**config.mk**
```make
export PLATFORM = sky130hd
export DESIGN_NAME = ir_reg_if
export DESIGN_NICKNAME = d
export VERILOG_FILES = /design/src/ir_reg_pkg.sv /design/src/ir_cfg_regs.sv /design/src/ir_cmd_regs.sv /design/src/ir_readback.sv /design/src/ir_reg_if.sv /design/src/ir_repeat_seq.sv
export SDC_FILE = /design/constraint.sdc
export NUM_CORES = 1
export LEC_CHECK = 0
export BUFFER_PORTS_ARGS = -buffer_cell sky130_fd_sc_hd__buf_2
export CAP_MARGIN = 15
export CORE_MARGIN = 2
export CORE_UTILIZATION = 55
export DETAILED_ROUTE_END_ITERATION = 8
export PLACE_DENSITY = 0.78
export SYNTH_ARGS = -nofsm -noshare
export SYNTH_HDL_FRONTEND = slang
export SYNTH_SLANG_ARGS = --single-unit
export TNS_END_PERCENT = 30
```
**constraint.sdc**
```tcl
create_clock -name REG_CLK_i -period 5.2 [get_ports REG_CLK_i]
set_input_delay 0.52 -clock REG_CLK_i [delete_from_list [all_inputs] [get_ports REG_CLK_i]]
set_output_delay 0.52 -clock REG_CLK_i [all_outputs]
set_load 0.005 [all_outputs]
```
**src/ir_reg_pkg.sv**
```systemverilog
// shared widths, register map, sequencer states and constants; import into each IR register block
package ir_reg_pkg;

	// **************************************************
	// widths
	// **************************************************
	localparam int REG_ADR_W = 7;
	localparam int REG_DAT_W = 8;
	localparam int MEM_IDX_W = 6;  // code-memory page index
	localparam int MEM_LSB_W = 5;  // offset inside the 60-7F window
	localparam int RPT_DEL_W = 24;

	localparam logic [RPT_DEL_W-1:0] RPT_DEL_RST = 24'h1050BA;

	// identity and version bytes
	localparam logic [REG_DAT_W-1:0] PSB_ID_LSB  = 8'h02;
	localparam logic [REG_DAT_W-1:0] PSB_ID_MSB  = 8'h10;
	localparam logic [REG_DAT_W-1:0] PSB_VER_LSB = 8'h01;
	localparam logic [REG_DAT_W-1:0] PSB_VER_MSB = 8'h00;

	// **************************************************
	// register map, code window 60-7F not listed
	// **************************************************
	typedef enum logic [REG_ADR_W-1:0] {
		ADR_RPT_DEL_0       = 7'h40,
		ADR_RPT_DEL_1       = 7'h41,
		ADR_RPT_DEL_2       = 7'h42,
		ADR_ID_LSB          = 7'h50,
		ADR_ID_MSB          = 7'h51,
		ADR_VER_LSB         = 7'h52,
		ADR_VER_MSB         = 7'h53,
		ADR_COMMAND         = 7'h54,
		ADR_STAT_CTRL       = 7'h55,
		ADR_CRR_CYC_LEN_LSB = 7'h56,
		ADR_CRR_CYC_LEN_MSB = 7'h57,
		ADR_DUTY_LIMIT_LSB  = 7'h58,
		ADR_DUTY_LIMIT_MSB  = 7'h59,
		ADR_CODE_BGN_LSB    = 7'h5A,
		ADR_CODE_BGN_MSB    = 7'h5B,
		ADR_CODE_END_LSB    = 7'h5C,
		ADR_CODE_END_MSB    = 7'h5D,
		ADR_RPT_LEN_RX_CTRL = 7'h5E,
		ADR_CODE_IDX        = 7'h5F
	} reg_adr_e;

	// repeat-start sequencer
	typedef enum logic [2:0] {
		RPT_IDLE,
		RPT_WAIT_BUSY_HI,
		RPT_WAIT_BUSY_LO,
		RPT_RUN_DELAY,
		RPT_CHK
	} rpt_state_e;

endpackage

```
**src/ir_cfg_regs.sv**
```systemverilog
// byte-written timing, address and repeat-delay settings plus the paged code-memory write window
`timescale 1ns/1ps
module ir_cfg_regs #(
	parameter int MEM_ADR_WIDTH = 11
) (
	input  logic                             REG_CLK_i,
	input  logic                             RST_i,
	input  ir_reg_pkg::reg_adr_e             reg_adr_i,
	input  logic [ir_reg_pkg::REG_DAT_W-1:0] reg_wd_i,
	input  logic                             reg_we_i,
	output logic [15:0]                      tx_crr_cyc_len_o,
	output logic [15:0]                      duty_limit_o,
	output logic [ir_reg_pkg::REG_DAT_W-1:0] rpt_len_rx_ctrl_o,
	output logic [ir_reg_pkg::MEM_IDX_W-1:0] code_idx_o,
	output logic [MEM_ADR_WIDTH-1:0]         code_bgn_adr_o,
	output logic [MEM_ADR_WIDTH-1:0]         tx_code_end_adr_o,
	output logic [ir_reg_pkg::RPT_DEL_W-1:0] rpt_del_o,
	output logic                             mem_we_o,
	output logic [MEM_ADR_WIDTH-1:0]         mem_adr_o,
	output logic [ir_reg_pkg::REG_DAT_W-1:0] mem_wd_o
);
	import ir_reg_pkg::*;

	localparam int CAT_W = MEM_IDX_W + MEM_LSB_W;

	logic                 in_window;
	logic [MEM_LSB_W-1:0] mem_lsb;
	logic [CAT_W-1:0]     mem_adr_cat;

	// **************************************************
	// settings registers
	// **************************************************
	always_ff @(posedge REG_CLK_i or posedge RST_i) begin
		if (RST_i) begin
			tx_crr_cyc_len_o  <= '0;
			duty_limit_o      <= '0;
			rpt_len_rx_ctrl_o <= '0;
			code_idx_o        <= '0;
			code_bgn_adr_o    <= '0;
			tx_code_end_adr_o <= '0;
			rpt_del_o         <= RPT_DEL_RST;
		end else if (reg_we_i) begin
			case (reg_adr_i)
				ADR_RPT_DEL_0:       rpt_del_o[7:0]          <= reg_wd_i;
				ADR_RPT_DEL_1:       rpt_del_o[15:8]         <= reg_wd_i;
				ADR_RPT_DEL_2:       rpt_del_o[23:16]        <= reg_wd_i;
				ADR_CRR_CYC_LEN_LSB: tx_crr_cyc_len_o[7:0]   <= reg_wd_i;
				ADR_CRR_CYC_LEN_MSB: tx_crr_cyc_len_o[15:8]  <= reg_wd_i;
				ADR_DUTY_LIMIT_LSB:  duty_limit_o[7:0]       <= reg_wd_i;
				ADR_DUTY_LIMIT_MSB:  duty_limit_o[15:8]      <= reg_wd_i;
				ADR_RPT_LEN_RX_CTRL: rpt_len_rx_ctrl_o       <= reg_wd_i;
				ADR_CODE_IDX:        code_idx_o              <= reg_wd_i[MEM_IDX_W-1:0];
				ADR_CODE_BGN_LSB:    code_bgn_adr_o[7:0]     <= reg_wd_i;
				ADR_CODE_BGN_MSB:
					code_bgn_adr_o[MEM_ADR_WIDTH-1:8] <= reg_wd_i[MEM_ADR_WIDTH-9:0];
				ADR_CODE_END_LSB:    tx_code_end_adr_o[7:0]  <= reg_wd_i;
				ADR_CODE_END_MSB:
					tx_code_end_adr_o[MEM_ADR_WIDTH-1:8] <= reg_wd_i[MEM_ADR_WIDTH-9:0];
				default: ;  // read-only or code window
			endcase
		end
	end

	// **************************************************
	// code-memory window 60-7F
	// **************************************************
	assign in_window   = &reg_adr_i[6:5];
	assign mem_lsb     = in_window ? reg_adr_i[MEM_LSB_W-1:0] : '0;
	assign mem_adr_cat = {code_idx_o, mem_lsb};  // page index on top

	assign mem_we_o  = reg_we_i & in_window;
	assign mem_adr_o = MEM_ADR_WIDTH'(mem_adr_cat);
	assign mem_wd_o  = reg_wd_i;

endmodule

```
**src/ir_cmd_regs.sv**
```systemverilog
// command and status/control registers with engine clears and one-cycle pulses
`timescale 1ns/1ps
module ir_cmd_regs (
	input  logic                             REG_CLK_i,
	input  logic                             RST_i,
	input  ir_reg_pkg::reg_adr_e             reg_adr_i,
	input  logic [ir_reg_pkg::REG_DAT_W-1:0] reg_wd_i,
	input  logic                             reg_we_i,
	input  logic                             start_clr_i,
	input  logic                             stop_clr_i,
	output logic                             sw_rst_o,
	output logic                             mode_o,       // 0 tx, 1 rx
	output logic                             start_o,
	output logic                             stop_o,
	output logic                             repeat_o,
	output logic                             repeat_stop_o,
	output logic                             clk_en_o,
	output logic                             int_en_o,
	output logic                             rx_gpio_en_o,
	output logic                             rx_pol_inv_o,
	output logic                             int_clr_o
);
	import ir_reg_pkg::*;

	logic cmd_we;
	logic stat_we;
	logic start_q;
	logic stop_q;

	assign cmd_we  = reg_we_i & (reg_adr_i == ADR_COMMAND);
	assign stat_we = reg_we_i & (reg_adr_i == ADR_STAT_CTRL);

	// **************************************************
	// command register
	// **************************************************
	always_ff @(posedge REG_CLK_i or posedge RST_i) begin
		if (RST_i) begin
			sw_rst_o      <= 1'b0;
			mode_o        <= 1'b0;
			start_q       <= 1'b0;
			stop_q        <= 1'b0;
			repeat_o      <= 1'b0;
			repeat_stop_o <= 1'b0;
		end else begin
			if (cmd_we) begin
				sw_rst_o <= reg_wd_i[7];
				mode_o   <= reg_wd_i[4];
			end
			// engine clear wins over a new write
			if (start_clr_i)
				start_q <= 1'b0;
			else if (cmd_we)
				start_q <= reg_wd_i[0];
			if (stop_clr_i)
				stop_q <= 1'b0;
			else if (cmd_we)
				stop_q <= reg_wd_i[3];
			if (repeat_stop_o)
				repeat_o <= 1'b0;
			else if (cmd_we)
				repeat_o <= reg_wd_i[1];
			repeat_stop_o <= cmd_we & reg_wd_i[2];  // self clearing
		end
	end

	assign start_o = start_q & ~start_clr_i;  // held low while clear is up
	assign stop_o  = stop_q & ~stop_clr_i;

	// **************************************************
	// status / control register
	// **************************************************
	always_ff @(posedge REG_CLK_i or posedge RST_i) begin
		if (RST_i) begin
			clk_en_o     <= 1'b0;
			int_en_o     <= 1'b0;
			rx_gpio_en_o <= 1'b0;
			rx_pol_inv_o <= 1'b0;
			int_clr_o    <= 1'b0;
		end else begin
			if (stat_we) begin
				clk_en_o     <= reg_wd_i[7];
				int_en_o     <= reg_wd_i[6];
				rx_gpio_en_o <= reg_wd_i[5];
				rx_pol_inv_o <= reg_wd_i[4];
			end
			int_clr_o <= stat_we & ~reg_wd_i[3];  // bit 3 low clears the interrupt
		end
	end

endmodule

```
**src/ir_readback.sv**
```systemverilog
// combinational host read mux over registers, engine status and the code-memory window
`timescale 1ns/1ps
module ir_readback #(
	parameter int MEM_ADR_WIDTH = 11
) (
	input  ir_reg_pkg::reg_adr_e             reg_adr_i,
	input  logic                             mode_i,
	input  logic                             sw_rst_i,
	input  logic                             start_i,
	input  logic                             stop_i,
	input  logic                             repeat_i,
	input  logic                             repeat_stop_i,
	input  logic                             clk_en_i,
	input  logic                             int_en_i,
	input  logic                             rx_gpio_en_i,
	input  logic                             rx_pol_inv_i,
	input  logic [15:0]                      tx_crr_cyc_len_i,
	input  logic [15:0]                      duty_limit_i,
	input  logic [ir_reg_pkg::REG_DAT_W-1:0] rpt_len_rx_ctrl_i,
	input  logic [ir_reg_pkg::MEM_IDX_W-1:0] code_idx_i,
	input  logic [MEM_ADR_WIDTH-1:0]         code_bgn_adr_i,
	input  logic [MEM_ADR_WIDTH-1:0]         tx_code_end_adr_i,
	input  logic [ir_reg_pkg::RPT_DEL_W-1:0] rpt_del_i,
	input  logic                             int_i,
	input  logic                             busy_i,
	input  logic [15:0]                      rx_crr_cyc_len_i,
	input  logic [MEM_ADR_WIDTH-1:0]         rx_code_end_adr_i,
	input  logic [ir_reg_pkg::REG_DAT_W-1:0] mem_rd_i,
	output logic [ir_reg_pkg::REG_DAT_W-1:0] reg_rd_o
);
	import ir_reg_pkg::*;

	logic [15:0]              crr_len;   // tx or rx by mode
	logic [MEM_ADR_WIDTH-1:0] end_adr;

	assign crr_len = mode_i ? rx_crr_cyc_len_i : tx_crr_cyc_len_i;
	assign end_adr = mode_i ? rx_code_end_adr_i : tx_code_end_adr_i;

	always_comb begin
		case (reg_adr_i)
			ADR_RPT_DEL_0:       reg_rd_o = rpt_del_i[7:0];
			ADR_RPT_DEL_1:       reg_rd_o = rpt_del_i[15:8];
			ADR_RPT_DEL_2:       reg_rd_o = rpt_del_i[23:16];
			ADR_ID_LSB:          reg_rd_o = PSB_ID_LSB;
			ADR_ID_MSB:          reg_rd_o = PSB_ID_MSB;
			ADR_VER_LSB:         reg_rd_o = PSB_VER_LSB;
			ADR_VER_MSB:         reg_rd_o = PSB_VER_MSB;
			ADR_COMMAND:
				reg_rd_o = {sw_rst_i, 2'b00, mode_i, stop_i, repeat_stop_i, repeat_i, start_i};
			ADR_STAT_CTRL:
				reg_rd_o = {clk_en_i, int_en_i, rx_gpio_en_i, rx_pol_inv_i, int_i, 2'b00, busy_i};
			ADR_CRR_CYC_LEN_LSB: reg_rd_o = crr_len[7:0];
			ADR_CRR_CYC_LEN_MSB: reg_rd_o = crr_len[15:8];
			ADR_DUTY_LIMIT_LSB:  reg_rd_o = duty_limit_i[7:0];
			ADR_DUTY_LIMIT_MSB:  reg_rd_o = duty_limit_i[15:8];
			ADR_CODE_BGN_LSB:    reg_rd_o = code_bgn_adr_i[7:0];
			ADR_CODE_BGN_MSB:    reg_rd_o = REG_DAT_W'(code_bgn_adr_i[MEM_ADR_WIDTH-1:8]);
			ADR_CODE_END_LSB:    reg_rd_o = end_adr[7:0];
			ADR_CODE_END_MSB:    reg_rd_o = REG_DAT_W'(end_adr[MEM_ADR_WIDTH-1:8]);
			ADR_RPT_LEN_RX_CTRL: reg_rd_o = rpt_len_rx_ctrl_i;
			ADR_CODE_IDX:        reg_rd_o = REG_DAT_W'(code_idx_i);
			default:             reg_rd_o = (&reg_adr_i[6:5]) ? mem_rd_i : '0;  // code window
		endcase
	end

endmodule

```
**src/ir_reg_if.sv**
```systemverilog
// IR controller register block top; host register port, code-memory port and engine controls
`timescale 1ns/1ps
module ir_reg_if #(
	parameter int MEM_ADR_WIDTH = 11
) (
	input  logic                             REG_CLK_i,
	input  logic                             RST_i,
	// host port
	input  ir_reg_pkg::reg_adr_e             reg_adr_i,
	input  logic [ir_reg_pkg::REG_DAT_W-1:0] reg_wd_i,
	input  logic                             reg_we_i,
	output logic [ir_reg_pkg::REG_DAT_W-1:0] reg_rd_o,
	// engine controls and status
	output logic                             sw_rst_o,
	output logic                             clk_en_o,
	output logic                             mode_o,
	output logic                             start_o,
	input  logic                             start_clr_i,
	output logic                             stop_o,
	input  logic                             stop_clr_i,
	input  logic                             busy_i,
	output logic                             int_en_o,
	output logic                             rx_gpio_en_o,
	output logic                             rx_pol_inv_o,
	input  logic                             int_i,
	output logic                             int_clr_o,
	output logic [15:0]                      tx_crr_cyc_len_o,
	output logic [15:0]                      duty_limit_o,
	output logic [ir_reg_pkg::REG_DAT_W-1:0] rpt_len_rx_ctrl_o,
	output logic [MEM_ADR_WIDTH-1:0]         code_bgn_adr_o,
	output logic [MEM_ADR_WIDTH-1:0]         tx_code_end_adr_o,
	input  logic [15:0]                      rx_crr_cyc_len_i,
	input  logic [MEM_ADR_WIDTH-1:0]         rx_code_end_adr_i,
	// code memory
	output logic                             mem_we_o,
	output logic [MEM_ADR_WIDTH-1:0]         mem_adr_o,
	output logic [ir_reg_pkg::REG_DAT_W-1:0] mem_wd_o,
	input  logic [ir_reg_pkg::REG_DAT_W-1:0] mem_rd_i
);
	import ir_reg_pkg::*;

	logic                 start_reg;   // host start bit
	logic                 rpt_start;   // sequencer start request
	logic                 repeat_en;
	logic                 repeat_stop;
	logic [MEM_IDX_W-1:0] code_idx;
	logic [RPT_DEL_W-1:0] rpt_del;

	ir_cmd_regs u_cmd_regs (
		.REG_CLK_i     (REG_CLK_i),
		.RST_i         (RST_i),
		.reg_adr_i     (reg_adr_i),
		.reg_wd_i      (reg_wd_i),
		.reg_we_i      (reg_we_i),
		.start_clr_i   (start_clr_i),
		.stop_clr_i    (stop_clr_i),
		.sw_rst_o      (sw_rst_o),
		.mode_o        (mode_o),
		.start_o       (start_reg),
		.stop_o        (stop_o),
		.repeat_o      (repeat_en),
		.repeat_stop_o (repeat_stop),
		.clk_en_o      (clk_en_o),
		.int_en_o      (int_en_o),
		.rx_gpio_en_o  (rx_gpio_en_o),
		.rx_pol_inv_o  (rx_pol_inv_o),
		.int_clr_o     (int_clr_o)
	);

	ir_cfg_regs #(.MEM_ADR_WIDTH(MEM_ADR_WIDTH)) u_cfg_regs (
		.REG_CLK_i         (REG_CLK_i),
		.RST_i             (RST_i),
		.reg_adr_i         (reg_adr_i),
		.reg_wd_i          (reg_wd_i),
		.reg_we_i          (reg_we_i),
		.tx_crr_cyc_len_o  (tx_crr_cyc_len_o),
		.duty_limit_o      (duty_limit_o),
		.rpt_len_rx_ctrl_o (rpt_len_rx_ctrl_o),
		.code_idx_o        (code_idx),
		.code_bgn_adr_o    (code_bgn_adr_o),
		.tx_code_end_adr_o (tx_code_end_adr_o),
		.rpt_del_o         (rpt_del),
		.mem_we_o          (mem_we_o),
		.mem_adr_o         (mem_adr_o),
		.mem_wd_o          (mem_wd_o)
	);

	ir_repeat_seq u_repeat_seq (
		.REG_CLK_i     (REG_CLK_i),
		.RST_i         (RST_i),
		.start_i       (start_reg),
		.repeat_i      (repeat_en),
		.repeat_stop_i (repeat_stop),
		.start_clr_i   (start_clr_i),
		.busy_i        (busy_i),
		.rpt_del_i     (rpt_del),
		.rpt_start_o   (rpt_start)
	);

	ir_readback #(.MEM_ADR_WIDTH(MEM_ADR_WIDTH)) u_readback (
		.reg_adr_i         (reg_adr_i),
		.mode_i            (mode_o),
		.sw_rst_i          (sw_rst_o),
		.start_i           (start_reg),
		.stop_i            (stop_o),
		.repeat_i          (repeat_en),
		.repeat_stop_i     (repeat_stop),
		.clk_en_i          (clk_en_o),
		.int_en_i          (int_en_o),
		.rx_gpio_en_i      (rx_gpio_en_o),
		.rx_pol_inv_i      (rx_pol_inv_o),
		.tx_crr_cyc_len_i  (tx_crr_cyc_len_o),
		.duty_limit_i      (duty_limit_o),
		.rpt_len_rx_ctrl_i (rpt_len_rx_ctrl_o),
		.code_idx_i        (code_idx),
		.code_bgn_adr_i    (code_bgn_adr_o),
		.tx_code_end_adr_i (tx_code_end_adr_o),
		.rpt_del_i         (rpt_del),
		.int_i             (int_i),
		.busy_i            (busy_i),
		.rx_crr_cyc_len_i  (rx_crr_cyc_len_i),
		.rx_code_end_adr_i (rx_code_end_adr_i),
		.mem_rd_i          (mem_rd_i),
		.reg_rd_o          (reg_rd_o)
	);

	assign start_o = start_reg | rpt_start;  // host start or repeated start

endmodule

```
**src/ir_repeat_seq.sv**
```systemverilog
// repeat-start sequencer; after each busy period it counts the repeat delay and requests a new start
`timescale 1ns/1ps
module ir_repeat_seq (
	input  logic                             REG_CLK_i,
	input  logic                             RST_i,
	input  logic                             start_i,
	input  logic                             repeat_i,
	input  logic                             repeat_stop_i,
	input  logic                             start_clr_i,
	input  logic                             busy_i,
	input  logic [ir_reg_pkg::RPT_DEL_W-1:0] rpt_del_i,
	output logic                             rpt_start_o
);
	import ir_reg_pkg::*;

	logic                 busy_s1;
	logic                 busy_s2;
	rpt_state_e           state;
	logic [RPT_DEL_W-1:0] del_cnt;

	// busy comes from the engine side
	always_ff @(posedge REG_CLK_i or posedge RST_i) begin
		if (RST_i) begin
			busy_s1 <= 1'b0;
			busy_s2 <= 1'b0;
		end else begin
			busy_s1 <= busy_i;
			busy_s2 <= busy_s1;
		end
	end

	// **************************************************
	// sequencer
	// **************************************************
	always_ff @(posedge REG_CLK_i or posedge RST_i) begin
		if (RST_i) begin
			state       <= RPT_IDLE;
			del_cnt     <= '0;
			rpt_start_o <= 1'b0;
		end else if (repeat_stop_i) begin  // repeat-stop aborts everything
			state       <= RPT_IDLE;
			del_cnt     <= '0;
			rpt_start_o <= 1'b0;
		end else begin
			case (state)
				RPT_IDLE: begin
					del_cnt     <= '0;
					rpt_start_o <= 1'b0;
					if (start_i & repeat_i)
						state <= RPT_WAIT_BUSY_HI;
				end
				RPT_WAIT_BUSY_HI: begin
					del_cnt <= '0;
					if (busy_s2)
						state <= RPT_WAIT_BUSY_LO;
					if (start_clr_i)
						rpt_start_o <= 1'b0;  // engine took the request
				end
				RPT_WAIT_BUSY_LO: begin
					del_cnt <= '0;
					if (!busy_s2)
						state <= RPT_RUN_DELAY;
					if (start_clr_i)
						rpt_start_o <= 1'b0;
				end
				RPT_RUN_DELAY: begin
					del_cnt <= del_cnt + 1'b1;  // 0..N, N+1 cycles
					if (del_cnt == rpt_del_i) begin
						state       <= RPT_CHK;
						rpt_start_o <= 1'b1;
					end
				end
				RPT_CHK: begin
					del_cnt <= '0;
					if (!repeat_i)
						state <= RPT_IDLE;
					else if (busy_s2)
						state <= RPT_WAIT_BUSY_LO;
					else
						state <= RPT_WAIT_BUSY_HI;
				end
				default: state <= RPT_IDLE;
			endcase
		end
	end

endmodule
```
==> reports/qor.yml <==
outcome: "completed"
cts-root-buf: "clkbuf_16"
portBuffers: 155
power_mw: 2.87
grt_pass1_vias: 6100
tns_ns: 0
fmax_ghz: 0.293
yosys-top-cells-count: "125 x dfrtp_1, 104 x mux2_2, 43 x nor2_1, 34 x xnor2_1, 33 x nand2_1"
synthCells: 677
vias_per_cell: 6.27
crit_path_max_fanout: 16
dpl-instance-area_mm2: 0.00817
grt_max_degree: 81
dp_slack_ns: 2.00
fp.dieArea_mm2: 0.0144
num_antenna_cells: 0
rows: 42
synth_edf_count: 0
holdWs_ns: 0.245
ys_types: 78
hpwl_um: 15900
post_cts_buffers: 0
track_usage_pct: 31.6
slew_headroom_pct: 20.7
hp-class: "in -> reg"
rr_startpoint: "u_repeat_seq.del_cnt[4]"
clk_pin_slew_ns: 0.06
htreeDepth: 4
ys_ff_latch: 133
ys_warn_count: 0
ir_worst_vdd_v: 0.000217
ioPinCount: 156
p_leak_nw: 4.06
die-width_um: 120
fin_crit_ns: 3.41
cap_violations: 0
skew_ns: 0.00472
yosysMostFrequentCell: "dfrtp_1"
synthToLayoutAreaGrowth_pct: 18.0
grt_pass1_wl_um: 34500
post_drt_wl_per_cell_um: 22.6
fin_area_mm2: 0.00874
hold_viol: 0
worst_slack_ns: 1.79
num-nets-final: 863
cts_resized: 0
routed_wl_um: 22400
core_mm2: 0.0132
synth_area_leader_cell: "dfrtp_1"
netlist_area_mm2: 0.00740
cts_tree: "built"
p_per_area_mw_per_mm2: 328
vias: 6232
async_flop_share_pct: 100
arrival_ns: 2.89
syn_nets: 735
finalSetupViolCount: 0
maxSlewViolCount: 0
clock-sinks: 133
start_util_pct: 56.1
rsz0062_at_grt: "no"
clk_latency_ns: 0.42
required_ns: 4.68
fin_crit_sh_pct: 65.6
end_kind: "output port"
drt_first_pass_iters: 5
postRouteAntennaNets: 0
crit_type: "reg -> out"
min_from: "busy_i"
drcViolationCount: 0
yosys-top-cells-area: "dfrtp_1 42%, mux2_2 16%, mux2i_1 4.3%"
start_kind: "register"
yosys.area.top_type_share_pct: 42.3
synth_area_per_cell_um2: 10.9
antenna_found_initial: 0
ys.flop_type: "dfrtp_1"
die_y_um: 120
drive_gt1_share_pct: 40.2
cts_max_path_buffers: 2
cp-startpoint: "u_cmd_regs.mode_o"
dr.first_iter.drc_count: 655
nFillCells: 1031
numCtsBuffers: 17
tightest_slew_ns: 1.19
grt_remaining_overflow: 0
routabilityCongestion: 0.922
cts_hold_buf: 0
yosysSeqAreaShare_pct: 45.1
## metrics by stage
stage | std cells | util (%)
floorplan | 677 | -
global placement | 962 | 61.9
detailed placement | 962 | 61.9
CTS | 994 | 66.2
global route | 994 | 66.2
finish | 994 | 66.2
## where the power goes
group,switching [mW],internal (mW),leakage [nW]
registers,0.0987,1.12,1.78
clock network,0.472,0.672,0.265
logic,0.286,0.218,2.01
total,0.857,2.01,4.06
## final cells by class
cell class	instances	area (µm²)	area share (%)
clock inverter	14	130	1.49
tap	176	220	2.52
clock buffer	18	439	5.03
sequential	133	3340	38.2
inverter	10	40.0	0.458
timing repair buffer	158	798	9.14
multi-input combinational	485	3770	43.2
## final timing paths
kind,to,slack (ns),depth (start not counted)
max in group asynchronous,u_cmd_regs.int_en_o,3.64,3
hold reg to reg,u_repeat_seq.busy_s2,0.35,0
hold / removal,u_repeat_seq.busy_s1,0.25,1
setup reg to reg,u_repeat_seq.del_cnt[22],3.00,5
min in group asynchronous,u_repeat_seq.del_cnt[10],0.33,2
setup / recovery,reg_rd_o[1],1.79,7
## registers in the layout (all words and copies together), names as in the netlist, 3 cells and up
name,count
u_cfg_regs.code_bgn_adr_o,11
u_cfg_regs.code_idx_o,6
u_cfg_regs.duty_limit_o,16
u_cfg_regs.rpt_del_o,24
u_cfg_regs.rpt_len_rx_ctrl_o,8
u_cfg_regs.tx_code_end_adr_o,11
u_cfg_regs.tx_crr_cyc_len_o,16
u_repeat_seq.del_cnt,24
u_repeat_seq.state,3
## critical path, stage by stage, from the launching register on
cell      delay (ns)
dfrtp_1         0.97
buf_4           0.32
mux2_2          0.37
nand3_1         0.09
a21oi_1         0.08
a311oi_1        0.28
a41oi_1         0.19
buf_2           0.16
## cell families (layout without fill, tap and decap cells)
kind of cell | Yosys count | after routing | share of synthesized area, %
AND/OR/NAND/NOR | 203 | 203 | 15.8
multiplexers | 137 | 137 | 20.5
flip-flops | 133 | 133 | 45.1
AO/OA/AOI/OAI | 99 | 99 | 9.13
buffers and inverters | 59 | 200 | 3.97
XOR/XNOR | 44 | 44 | 5.21
adder cells (fa/ha/maj) | 2 | 2 | 0.304
## cell usage in the layout (no fill, tap or decap), types with 5 or more instances in the layout
master and n:
nor3_1 15, nand2_1 33, nor2b_1 7, and2_1 6
clkinvlp_4 5, a21oi_1 16, nor2_1 43, xor2_1 10
and3_1 9, nand2b_1 10, xnor2_1 34, dfstp_2 8
nor4_1 8, a22oi_1 7, inv_1 9, nand4_1 11
o21ai_0 26, a31oi_1 8, mux2_2 104, dfrtp_1 125
clkbuf_16 17, buf_2 155, nand3_1 21, mux2i_1 32
## layer usage
metal | track usage [%] | wire (µm)
met1 | 44.9 | 9520
met5 | 0 | 0
met4 | 11.8 | 603
met3 | 5.28 | 1800
met2 | 48.7 | 10500
Note: power is estimated with default switching activity, not from simulation.
